[config.mk]
export PLATFORM = sky130hd
export DESIGN_NAME = flow_detect_top
export DESIGN_NICKNAME = d
export VERILOG_FILES = /design/src/eth_pkg.sv /design/src/flow_pkg.sv /design/src/flow_detect_top.sv /design/src/hdr_parser.sv /design/src/match_fsm.sv /design/src/rule_scan_counter.sv /design/src/rule_table.sv /design/src/stream_reg.sv /design/src/tuple_matcher.sv
export SDC_FILE = /design/constraint.sdc
export NUM_CORES = 2
export LEC_CHECK = 0
export BUFFER_PORTS_ARGS = -buffer_cell sky130_fd_sc_hd__clkbuf_2
export CAP_MARGIN = 20
export CORE_ASPECT_RATIO = 2
export CORE_MARGIN = 3
export CORE_UTILIZATION = 34
export DETAILED_ROUTE_END_ITERATION = 10
export SYNTH_ARGS = -nofsm -noshare
export SYNTH_HDL_FRONTEND = slang
export SYNTH_SLANG_ARGS = --single-unit
export TNS_END_PERCENT = 1
[constraint.sdc]
create_clock -name clk -period 26.2 [get_ports clk]
set_input_delay 2.62 -clock clk [delete_from_list [all_inputs] [get_ports clk]]
set_output_delay 2.62 -clock clk [all_outputs]
set_load 0.05 [all_outputs]
[src/eth_pkg.sv]
/*
 * Ethernet and IPv4 header constants and byte offsets within the frame.
 */
`default_nettype none

package eth_pkg;

  localparam int BYTE_W    = 8;
  localparam int HDR_BYTES = 42;

  localparam logic [15:0] ETYPE_IPV4 = 16'h0800;
  localparam logic [15:0] ETYPE_VLAN = 16'h8100;
  localparam logic [15:0] ETYPE_QINQ = 16'h9100;

  localparam logic [7:0] PROTO_TCP = 8'd6;
  localparam logic [7:0] PROTO_UDP = 8'd17;

  // Tagged offsets are shifted by the 4-byte VLAN tag
  localparam int OFS_ETYPE      = 12;
  localparam int OFS_ETYPE_VLAN = 16;
  localparam int OFS_PROTO      = 23;
  localparam int OFS_PROTO_VLAN = 27;
  localparam int OFS_TUPLE      = 26;
  localparam int OFS_TUPLE_VLAN = 30;

endpackage

`default_nettype wire

[src/flow_pkg.sv]
/*
 * Flow table definitions shared by the parser, rule table and matcher.
 * Covers tuple layout, result width and rule field select codes.
 */
`default_nettype none

package flow_pkg;

  localparam int IP_W         = 32;
  localparam int PORT_W       = 16;
  localparam int FLOW_W       = 8;
  localparam int RULE_WDATA_W = 32;

  // MSB first: src_ip, src_port, dst_ip, dst_port
  typedef struct packed {
    logic [IP_W-1:0]   src_ip;
    logic [PORT_W-1:0] src_port;
    logic [IP_W-1:0]   dst_ip;
    logic [PORT_W-1:0] dst_port;
  } flow_tuple_t;

  // Field targeted by one rule write
  typedef enum logic [1:0] {
    SRC_IP   = 2'd0,
    SRC_PORT = 2'd1,
    DST_IP   = 2'd2,
    DST_PORT = 2'd3
  } rule_field_e;

endpackage

`default_nettype wire

[src/flow_detect_top.sv]
/*
 * Flow detector top level. Byte stream pass-through with a per-frame
 * flow result from a first-match scan of the rule table.
 */
`default_nettype none

module flow_detect_top
  import flow_pkg::*;
  import eth_pkg::*;
#(
  parameter int FLOW_NUM  = 16,
  localparam int FLOW_BITS = $clog2(FLOW_NUM)
) (
  input  logic                    clk,
  input  logic                    rstn,
  input  logic [BYTE_W-1:0]       s_data,
  input  logic                    s_last,
  input  logic                    s_valid,
  output logic                    s_ready,
  output logic [BYTE_W-1:0]       m_data,
  output logic                    m_last,
  output logic                    m_valid,
  input  logic                    m_ready,
  output logic [FLOW_W-1:0]       flow,
  output logic                    flow_valid,
  input  logic                    flow_ready,
  input  logic                    rule_we,
  input  logic [FLOW_BITS-1:0]    rule_idx,
  input  rule_field_e             rule_field,
  input  logic [RULE_WDATA_W-1:0] rule_wdata
);

  flow_tuple_t          tuple;
  logic                 tuple_l4;
  logic                 tuple_valid;
  logic                 tuple_ready;
  logic                 scan_start;
  logic                 load;
  logic                 scan_done;
  logic                 rd_en;
  logic [FLOW_BITS-1:0] rd_idx;
  flow_tuple_t          rule;
  logic                 rule_valid;
  logic [FLOW_BITS-1:0] rule_idx_q;
  logic [FLOW_W-1:0]    match_flow;

  hdr_parser u_parser (
    .clk         (clk),
    .rstn        (rstn),
    .s_data      (s_data),
    .s_last      (s_last),
    .s_valid     (s_valid),
    .s_ready     (s_ready),
    .m_data      (m_data),
    .m_last      (m_last),
    .m_valid     (m_valid),
    .m_ready     (m_ready),
    .tuple       (tuple),
    .tuple_l4    (tuple_l4),
    .tuple_valid (tuple_valid),
    .tuple_ready (tuple_ready)
  );

  match_fsm u_fsm (
    .clk         (clk),
    .rstn        (rstn),
    .tuple_valid (tuple_valid),
    .tuple_l4    (tuple_l4),
    .tuple_ready (tuple_ready),
    .scan_start  (scan_start),
    .load        (load),
    .scan_done   (scan_done),
    .flow        (match_flow),
    .flow_out    (flow),
    .flow_valid  (flow_valid),
    .flow_ready  (flow_ready)
  );

  // ------------------------------------------------------------
  // Rule scan path
  // ------------------------------------------------------------
  rule_scan_counter #(.FLOW_NUM(FLOW_NUM)) u_counter (
    .clk        (clk),
    .rstn       (rstn),
    .scan_start (scan_start),
    .rd_en      (rd_en),
    .rd_idx     (rd_idx),
    .rule_valid (rule_valid),
    .rule_idx_q (rule_idx_q),
    .scan_done  (scan_done)
  );

  rule_table #(.FLOW_NUM(FLOW_NUM)) u_table (
    .clk        (clk),
    .rstn       (rstn),
    .rule_we    (rule_we),
    .rule_idx   (rule_idx),
    .rule_field (rule_field),
    .rule_wdata (rule_wdata),
    .rd_en      (rd_en),
    .rd_idx     (rd_idx),
    .rule       (rule)
  );

  tuple_matcher #(.FLOW_NUM(FLOW_NUM)) u_matcher (
    .clk        (clk),
    .rstn       (rstn),
    .load       (load),
    .tuple      (tuple),
    .rule       (rule),
    .rule_valid (rule_valid),
    .rule_idx_q (rule_idx_q),
    .flow       (match_flow)
  );

endmodule

`default_nettype wire

[src/hdr_parser.sv]
/*
 * Header parser. Passes the byte stream through one register stage and
 * extracts the IPv4 4-tuple from the first 42 bytes of each frame.
 */
`default_nettype none

module hdr_parser
  import flow_pkg::*;
  import eth_pkg::*;
(
  input  logic              clk,
  input  logic              rstn,
  input  logic [BYTE_W-1:0] s_data,
  input  logic              s_last,
  input  logic              s_valid,
  output logic              s_ready,
  output logic [BYTE_W-1:0] m_data,
  output logic              m_last,
  output logic              m_valid,
  input  logic              m_ready,
  output flow_tuple_t       tuple,
  output logic              tuple_l4,
  output logic              tuple_valid,
  input  logic              tuple_ready
);

  localparam int WIN_W   = HDR_BYTES * BYTE_W;
  localparam int TUPLE_W = $bits(flow_tuple_t);

  logic              data_ready;
  logic [BYTE_W:0]   data_out;
  logic              accept;
  logic              hdr_hit;
  logic [WIN_W-1:0]  win;
  logic [HDR_BYTES:0] fill;
  logic              vlan;
  logic [15:0]       etype_outer;
  logic [15:0]       etype_inner;
  logic [BYTE_W-1:0] proto;
  logic              is_l4;
  logic [TUPLE_W-1:0] tuple_raw;
  logic [TUPLE_W-1:0] tuple_be;

  assign s_ready = data_ready && (!tuple_valid || tuple_ready);
  assign accept  = s_valid && s_ready;

  stream_reg #(
    .payload_t (logic [BYTE_W:0])
  ) u_data_reg (
    .clk       (clk),
    .rstn      (rstn),
    .in        ({s_last, s_data}),
    .in_valid  (accept),
    .in_ready  (data_ready),
    .out       (data_out),
    .out_valid (m_valid),
    .out_ready (m_ready)
  );

  assign {m_last, m_data} = data_out;

  // ------------------------------------------------------------
  // Header window, oldest byte in the low bits
  // ------------------------------------------------------------
  always_ff @(posedge clk) begin
    if (!rstn) begin
      fill <= '0;
    end else if (accept) begin
      fill <= s_last ? '0 : {1'b1, fill[HDR_BYTES:1]};
    end
  end

  always_ff @(posedge clk) begin
    if (accept) begin
      win <= s_last ? '0 : {s_data, win[WIN_W-1:BYTE_W]};
    end
  end

  // 42 bytes held and the 43rd being accepted
  assign hdr_hit = accept && (&fill[HDR_BYTES:1]) && !fill[0];

  // Header fields are big-endian on the wire
  assign etype_outer = {<<BYTE_W{win[OFS_ETYPE*BYTE_W +: 16]}};
  assign etype_inner = {<<BYTE_W{win[OFS_ETYPE_VLAN*BYTE_W +: 16]}};
  assign vlan  = (etype_outer == ETYPE_VLAN) || (etype_outer == ETYPE_QINQ);
  assign proto = vlan ? win[OFS_PROTO_VLAN*BYTE_W +: BYTE_W] : win[OFS_PROTO*BYTE_W +: BYTE_W];
  assign is_l4 = ((vlan ? etype_inner : etype_outer) == ETYPE_IPV4) &&
                 ((proto == PROTO_TCP) || (proto == PROTO_UDP));

  assign tuple_raw = vlan ? win[OFS_TUPLE_VLAN*BYTE_W +: TUPLE_W]
                          : win[OFS_TUPLE*BYTE_W +: TUPLE_W];
  // Wire order is src_ip, dst_ip, src_port, dst_port
  assign tuple_be  = {<<BYTE_W{tuple_raw}};

  always_ff @(posedge clk) begin
    if (!rstn) begin
      tuple_valid <= 1'b0;
    end else if (hdr_hit) begin
      tuple_valid <= 1'b1;
    end else if (tuple_ready) begin
      tuple_valid <= 1'b0;
    end
  end

  always_ff @(posedge clk) begin
    if (hdr_hit) begin
      tuple    <= {tuple_be[95:64], tuple_be[31:16], tuple_be[63:32], tuple_be[15:0]};
      tuple_l4 <= is_l4;
    end
  end

endmodule

`default_nettype wire

[src/match_fsm.sv]
/*
 * Match sequencer. Takes a tuple, runs a scan for TCP/UDP frames and
 * pushes one flow result per frame into the output register.
 */
`default_nettype none

module match_fsm
  import flow_pkg::*;
(
  input  logic              clk,
  input  logic              rstn,
  input  logic              tuple_valid,
  input  logic              tuple_l4,
  output logic              tuple_ready,
  output logic              scan_start,
  output logic              load,
  input  logic              scan_done,
  input  logic [FLOW_W-1:0] flow,
  output logic [FLOW_W-1:0] flow_out,
  output logic              flow_valid,
  input  logic              flow_ready
);

  typedef enum logic [1:0] {WAIT, MATCH, SEND, SEND_NONE} state_e;

  state_e            state;
  logic              res_valid;
  logic              res_ready;
  logic [FLOW_W-1:0] res;

  assign tuple_ready = (state == WAIT);
  assign load        = tuple_valid && tuple_ready;
  assign scan_start  = load && tuple_l4;

  assign res_valid = (state == SEND) || (state == SEND_NONE);
  // Frames that are not IPv4 TCP/UDP report flow 0
  assign res       = (state == SEND) ? flow : '0;

  always_ff @(posedge clk) begin
    if (!rstn) begin
      state <= WAIT;
    end else begin
      case (state)
        WAIT:      if (tuple_valid) state <= tuple_l4 ? MATCH : SEND_NONE;
        MATCH:     if (scan_done) state <= SEND;
        SEND,
        SEND_NONE: if (res_ready) state <= WAIT;
        default:   state <= WAIT;
      endcase
    end
  end

  stream_reg #(
    .payload_t (logic [FLOW_W-1:0])
  ) u_flow_reg (
    .clk       (clk),
    .rstn      (rstn),
    .in        (res),
    .in_valid  (res_valid),
    .in_ready  (res_ready),
    .out       (flow_out),
    .out_valid (flow_valid),
    .out_ready (flow_ready)
  );

endmodule

`default_nettype wire

[src/rule_scan_counter.sv]
/*
 * Scan sequencer. Steps the rule index once over the table and keeps the
 * index aligned with the registered table output.
 */
`default_nettype none

module rule_scan_counter #(
  parameter int FLOW_NUM  = 16,
  localparam int FLOW_BITS = $clog2(FLOW_NUM)
) (
  input  logic                 clk,
  input  logic                 rstn,
  input  logic                 scan_start,
  output logic                 rd_en,
  output logic [FLOW_BITS-1:0] rd_idx,
  output logic                 rule_valid,
  output logic [FLOW_BITS-1:0] rule_idx_q,
  output logic                 scan_done
);

  localparam logic [FLOW_BITS-1:0] LAST_IDX = FLOW_BITS'(FLOW_NUM - 1);

  always_ff @(posedge clk) begin
    if (!rstn) begin
      rd_en      <= 1'b0;
      rd_idx     <= '0;
      rule_valid <= 1'b0;
      scan_done  <= 1'b0;
    end else begin
      rule_valid <= rd_en;
      // Falling edge of the delayed enable ends the scan
      scan_done  <= rule_valid && !rd_en;
      if (scan_start) begin
        rd_en  <= 1'b1;
        rd_idx <= '0;
      end else if (rd_en) begin
        rd_idx <= rd_idx + 1'b1;
        if (rd_idx == LAST_IDX) begin
          rd_en <= 1'b0;
        end
      end
    end
  end

  always_ff @(posedge clk) begin
    rule_idx_q <= rd_idx;
  end

endmodule

`default_nettype wire

[src/rule_table.sv]
/*
 * Rule table. Written one field per strobe, read one entry per cycle
 * during a scan. The last entry is a fixed all-zero catch-all.
 */
`default_nettype none

module rule_table
  import flow_pkg::*;
#(
  parameter int FLOW_NUM  = 16,
  localparam int FLOW_BITS = $clog2(FLOW_NUM)
) (
  input  logic                    clk,
  input  logic                    rstn,
  input  logic                    rule_we,
  input  logic [FLOW_BITS-1:0]    rule_idx,
  input  rule_field_e             rule_field,
  input  logic [RULE_WDATA_W-1:0] rule_wdata,
  input  logic                    rd_en,
  input  logic [FLOW_BITS-1:0]    rd_idx,
  output flow_tuple_t             rule
);

  localparam logic [FLOW_BITS-1:0] LAST_IDX = FLOW_BITS'(FLOW_NUM - 1);

  flow_tuple_t rules [FLOW_NUM];

  always_ff @(posedge clk) begin
    if (!rstn) begin
      // Unwritten rules never match a real tuple
      for (int i = 0; i < FLOW_NUM; i++) begin
        rules[i] <= (i == FLOW_NUM - 1) ? '0 : '1;
      end
    end else if (rule_we && (rule_idx != LAST_IDX)) begin
      case (rule_field)
        SRC_IP:   rules[rule_idx].src_ip   <= rule_wdata;
        SRC_PORT: rules[rule_idx].src_port <= rule_wdata[PORT_W-1:0];
        DST_IP:   rules[rule_idx].dst_ip   <= rule_wdata;
        DST_PORT: rules[rule_idx].dst_port <= rule_wdata[PORT_W-1:0];
      endcase
    end
  end

  always_ff @(posedge clk) begin
    if (rd_en) begin
      rule <= rules[rd_idx];
    end
  end

endmodule

`default_nettype wire

[src/stream_reg.sv]
/*
 * One-entry valid/ready register stage, generic over the payload type.
 */
`default_nettype none

module stream_reg #(
  parameter type payload_t = logic
) (
  input  logic     clk,
  input  logic     rstn,
  input  payload_t in,
  input  logic     in_valid,
  output logic     in_ready,
  output payload_t out,
  output logic     out_valid,
  input  logic     out_ready
);

  // Free when empty or when the held item leaves this cycle
  assign in_ready = !out_valid || out_ready;

  always_ff @(posedge clk) begin
    if (!rstn) begin
      out_valid <= 1'b0;
    end else if (in_ready) begin
      out_valid <= in_valid;
    end
  end

  always_ff @(posedge clk) begin
    if (in_ready && in_valid) begin
      out <= in;
    end
  end

endmodule

`default_nettype wire

[src/tuple_matcher.sv]
/*
 * Wildcard tuple compare. Keeps the first matching rule as flow index+1.
 */
`default_nettype none

module tuple_matcher
  import flow_pkg::*;
#(
  parameter int FLOW_NUM  = 16,
  localparam int FLOW_BITS = $clog2(FLOW_NUM)
) (
  input  logic                 clk,
  input  logic                 rstn,
  input  logic                 load,
  input  flow_tuple_t          tuple,
  input  flow_tuple_t          rule,
  input  logic                 rule_valid,
  input  logic [FLOW_BITS-1:0] rule_idx_q,
  output logic [FLOW_W-1:0]    flow
);

  flow_tuple_t key;
  logic        hit;

  // A zero rule field matches anything
  assign hit = ((rule.src_ip   == '0) || (rule.src_ip   == key.src_ip))   &&
               ((rule.src_port == '0) || (rule.src_port == key.src_port)) &&
               ((rule.dst_ip   == '0) || (rule.dst_ip   == key.dst_ip))   &&
               ((rule.dst_port == '0) || (rule.dst_port == key.dst_port));

  always_ff @(posedge clk) begin
    if (load) begin
      key <= tuple;
    end
  end

  always_ff @(posedge clk) begin
    if (!rstn || load) begin
      flow <= '0;
    end else if (rule_valid && (flow == '0) && hit) begin
      flow <= FLOW_W'(rule_idx_q) + FLOW_W'(1);
    end
  end

endmodule

`default_nettype wire
==> impl_metrics.py <==
metrics = {
    "power_and_ir_drop": {
        "leakage_nw": 31.1,
        "switchingPower_mw": 1.51,
        "power.share.clock_pct": 39.1,
        "ir_worst_vdd_mv": 0.0574,
        "p_int_mw": 5.48,
        "p_total_mw": 6.99,
        "powerDensity_nw_per_um2": 68.8,
        "p_seq_share_pct": 56.8,
        "swShare_pct": 21.6,
        "power_frac_comb_pct": 4.1,
    },
    "logic_synthesis": {
        "ys_ff_latch": 2143,
        "netlist_instances": 5407,
        "synth-main-ff-cell": "edfxtp_1",
        "async_flop_share_pct": 0,
        "synth_area_sq_um": 91400,
        "synth.top_cell.area_share_pct": 68.3,
        "synth_warnings": 0,
        "synth_area_leaders": "edfxtp_1 68%, mux4_2 12%, or2_2 4.9%, nand2b_1 2.7%, or2_1 2.0%",
        "avgSynthCellArea_sq_um": 16.9,
        "synth.distinct_cells": 54,
        "synth_edf_count": 2079,
        "seq_area_frac_synth_pct": 69.7,
        "yosys.area.top_type": "edfxtp_1",
    },
    "place": {
        "dp_slack_ns": 19.89,
        "place_area_sq_um": 95700,
        "dp_hpwl_mm": 160,
        "portBuffers": 69,
        "place.gp.congestion": 0.858,
        "place_inst": 8734,
    },
    "outcome": {
        "status": "completed",
    },
    "run": {
        "max-cap-violations": 0,
    },
    "cells_and_area": {
        "final_core_util_pct": 38.1,
        "final_area_sq_um": 102000,
        "final_cell_mix": "2079 x edfxtp_1, 715 x or2_2, 480 x mux4_2, 387 x nand2b_1, 296 x or2_1",
        "area.growth.synth_to_final_pct": 11.2,
        "stdcell_count": 9078,
        "fin_nets": 5471,
        "drive_gt1_share_pct": 32.3,
        "final_common_cell": "edfxtp_1",
    },
    "cts": {
        "hold_buffers": 0,
        "cts_buffer_depth": 4,
        "cts.clk_slew.worst_paths_ns": 0.07,
        "numClockSinks": 2143,
        "clk_latency_ns": 0.88,
        "cts_resized": 0,
        "htreeDepth": 4,
        "cts_root_buf": "clkbuf_16",
        "cts_made_buffers": 188,
        "postCtsSetupRepairBufs": 0,
        "cts_tree": "yes",
    },
    "floorplanning": {
        "rows": 268,
        "die-area_sq_um": 275000,
        "die_w_um": 373,
        "fp.dieH_um": 739,
        "start_util_pct": 34.2,
        "ios": 73,
        "core_area_sq_um": 267000,
    },
    "timing": {
        "slew_headroom_pct": 25.4,
        "clock_skew_ns": 0.0768,
        "rsz0062_at_grt": "false",
        "worst_pin_slew_ns": 1.12,
        "whs_ns": 0.377,
        "setup_viol": 0,
        "period_share_pct": 22.5,
        "tns_ns": 0,
        "max_freq_ghz": 0.169,
        "finalHoldViolations": 0,
        "setup_slack_ns": 20.29,
        "drv_slew": 0,
        "period_needed_ns": 5.91,
    },
    "detailed_routing": {
        "wl_per_cell_um": 26.8,
        "wirelength_mm": 243,
        "drtIter0Drc": 3872,
        "antenna_left": 0,
        "drc": 0,
        "first_pass_iters": 5,
        "via_count": 45500,
        "via_per_inst": 5.01,
    },
    "worst_setup_path": {
        "worst_r2r_endpoint": "u_table.rule[64]$_DFFE_PP_",
        "r2r_slack_ns": 21.37,
        "cp.required_ns": 23.58,
        "cp-start-kind": "primary input",
        "reg2reg_from": "u_counter.rd_idx[0]$_SDFFE_PP0P_",
        "reg2regPathDepth": 6,
        "criticalPathCategory": "primary input to output pin",
        "worstPathArrival_ns": 3.29,
        "endpoint_kind": "output pin",
        "cp_max_fo": 2,
    },
    "hold_path": {
        "worstHoldEndpoint": "u_matcher.key[77]$_DFFE_PP_",
        "min_path_cells": 0,
        "hp-start": "u_parser.tuple[77]$_DFFE_PP_",
        "hp-class": "flop to flop",
    },
    "global_routing": {
        "track_usage_pct": 17.4,
        "antenna_found_initial": 18,
        "grt_pass1_wl_mm": 349,
        "grt_max_degree": 128,
        "grt_overflow_total": 0,
        "grt_pass1_vias": 48100,
    },
}
## metal layers
metal / track usage, % / share of wire [%] / up-vias
li1: - / - / 19900
met4: 7.71 / 4.9 / 16
met2: 33.6 / 56 / 1126
met1: 18.7 / 35 / 24000
met3: 2.12 / 4.1 / 412
met5: 0 / 0.043 / -
## registers in the layout (all words and copies together) (netlist names), 2 cells and up
register                 cells
u_fsm.u_flow_reg.out         5
u_parser.u_data_reg.out      9
u_parser.fill               43
u_counter.rd_idx             4
u_matcher.flow               5
u_fsm.state                  2
u_table.rule                96
u_matcher.key               96
u_parser.tuple              96
u_counter.rule_idx_q         4
u_table.rules             1536
u_parser.win               240
## critical path: stages
cell and delay [ns]:
clkbuf_2 0.09, inv_1 0.05, a21oi_1 0.20, clkbuf_2 0.33
## synthesized netlist by cell type (all sizes together), types with 3 or more instances
library cell and count:
mux2i 5, or3 64, nand2b 392, mux4 480, edfxtp 2079, nor4 58, nor3 20, nand4 23
clkbuf 369, nor4b 3, buf 89, nand3 8, nor2b 245, dfxtp 64, and2 6, o21ai 11
a21oi 48, nor3b 44, nor2 66, inv 11, nand2 92, xor2 99, mux2 96, or2 1012
## cell families (layout without fill, tap and decap cells)
logic type | Yosys count | after routing | share of synthesized area (%)
AOI/OAI and AO/OA | 67 | 67 | 0.401
xor gates and xnor gates | 101 | 101 | 0.968
adders and majority gates | 2 | 2 | 0.0274
buffers and inverters | 469 | 521 | 2.06
DFF | 2143 | 2143 | 69.7
muxes | 581 | 581 | 13.1
other | 1 | 110 | 0.00410
and+or+nand+nor | 2043 | 2043 | 13.8
## power groups by stage
stage / Sequential, mW / Combinational [mW] / Clock (mW)
2_1_floorplan: 4.02 / 0.168 / 0
3_3_place_gp: 4.04 / 0.284 / 0
3_5_place_dp: 4.05 / 0.289 / 0
4_1_cts: 3.97 / 0.290 / 2.79
5_1_grt: 3.98 / 0.300 / 2.91
6_report: 3.97 / 0.284 / 2.74
## area by class of cell
cell class              instances  area, sq um
clock inverters               104          902
inverters                      11         48.8
multi-input cells            2893        26300
diodes                         11         27.5
flip-flops and latches       2143        63700
clock buffers                 227         4920
fillers                     24600       165000
repair buffers                179         1270
well taps                    3510         4390
## worst max-delay path by stage
stage | startpoint | end | slack [ns] | depth (start not counted)
after global placement | m_ready | u_parser.win[108]$_SDFFCE_PP0N_ | 19.91 | 8
final | m_ready | s_ready | 20.29 | 4
after detailed placement | m_ready | u_parser.win[124]$_SDFFCE_PP0N_ | 19.89 | 8
after CTS | m_ready | s_ready | 20.26 | 4
after global routing | m_ready | s_ready | 20.23 | 4
after floorplan | m_ready | u_parser.tuple[0]$_DFFE_PP_ | 14.31 | 5
Power figures use the tool's default switching activity.
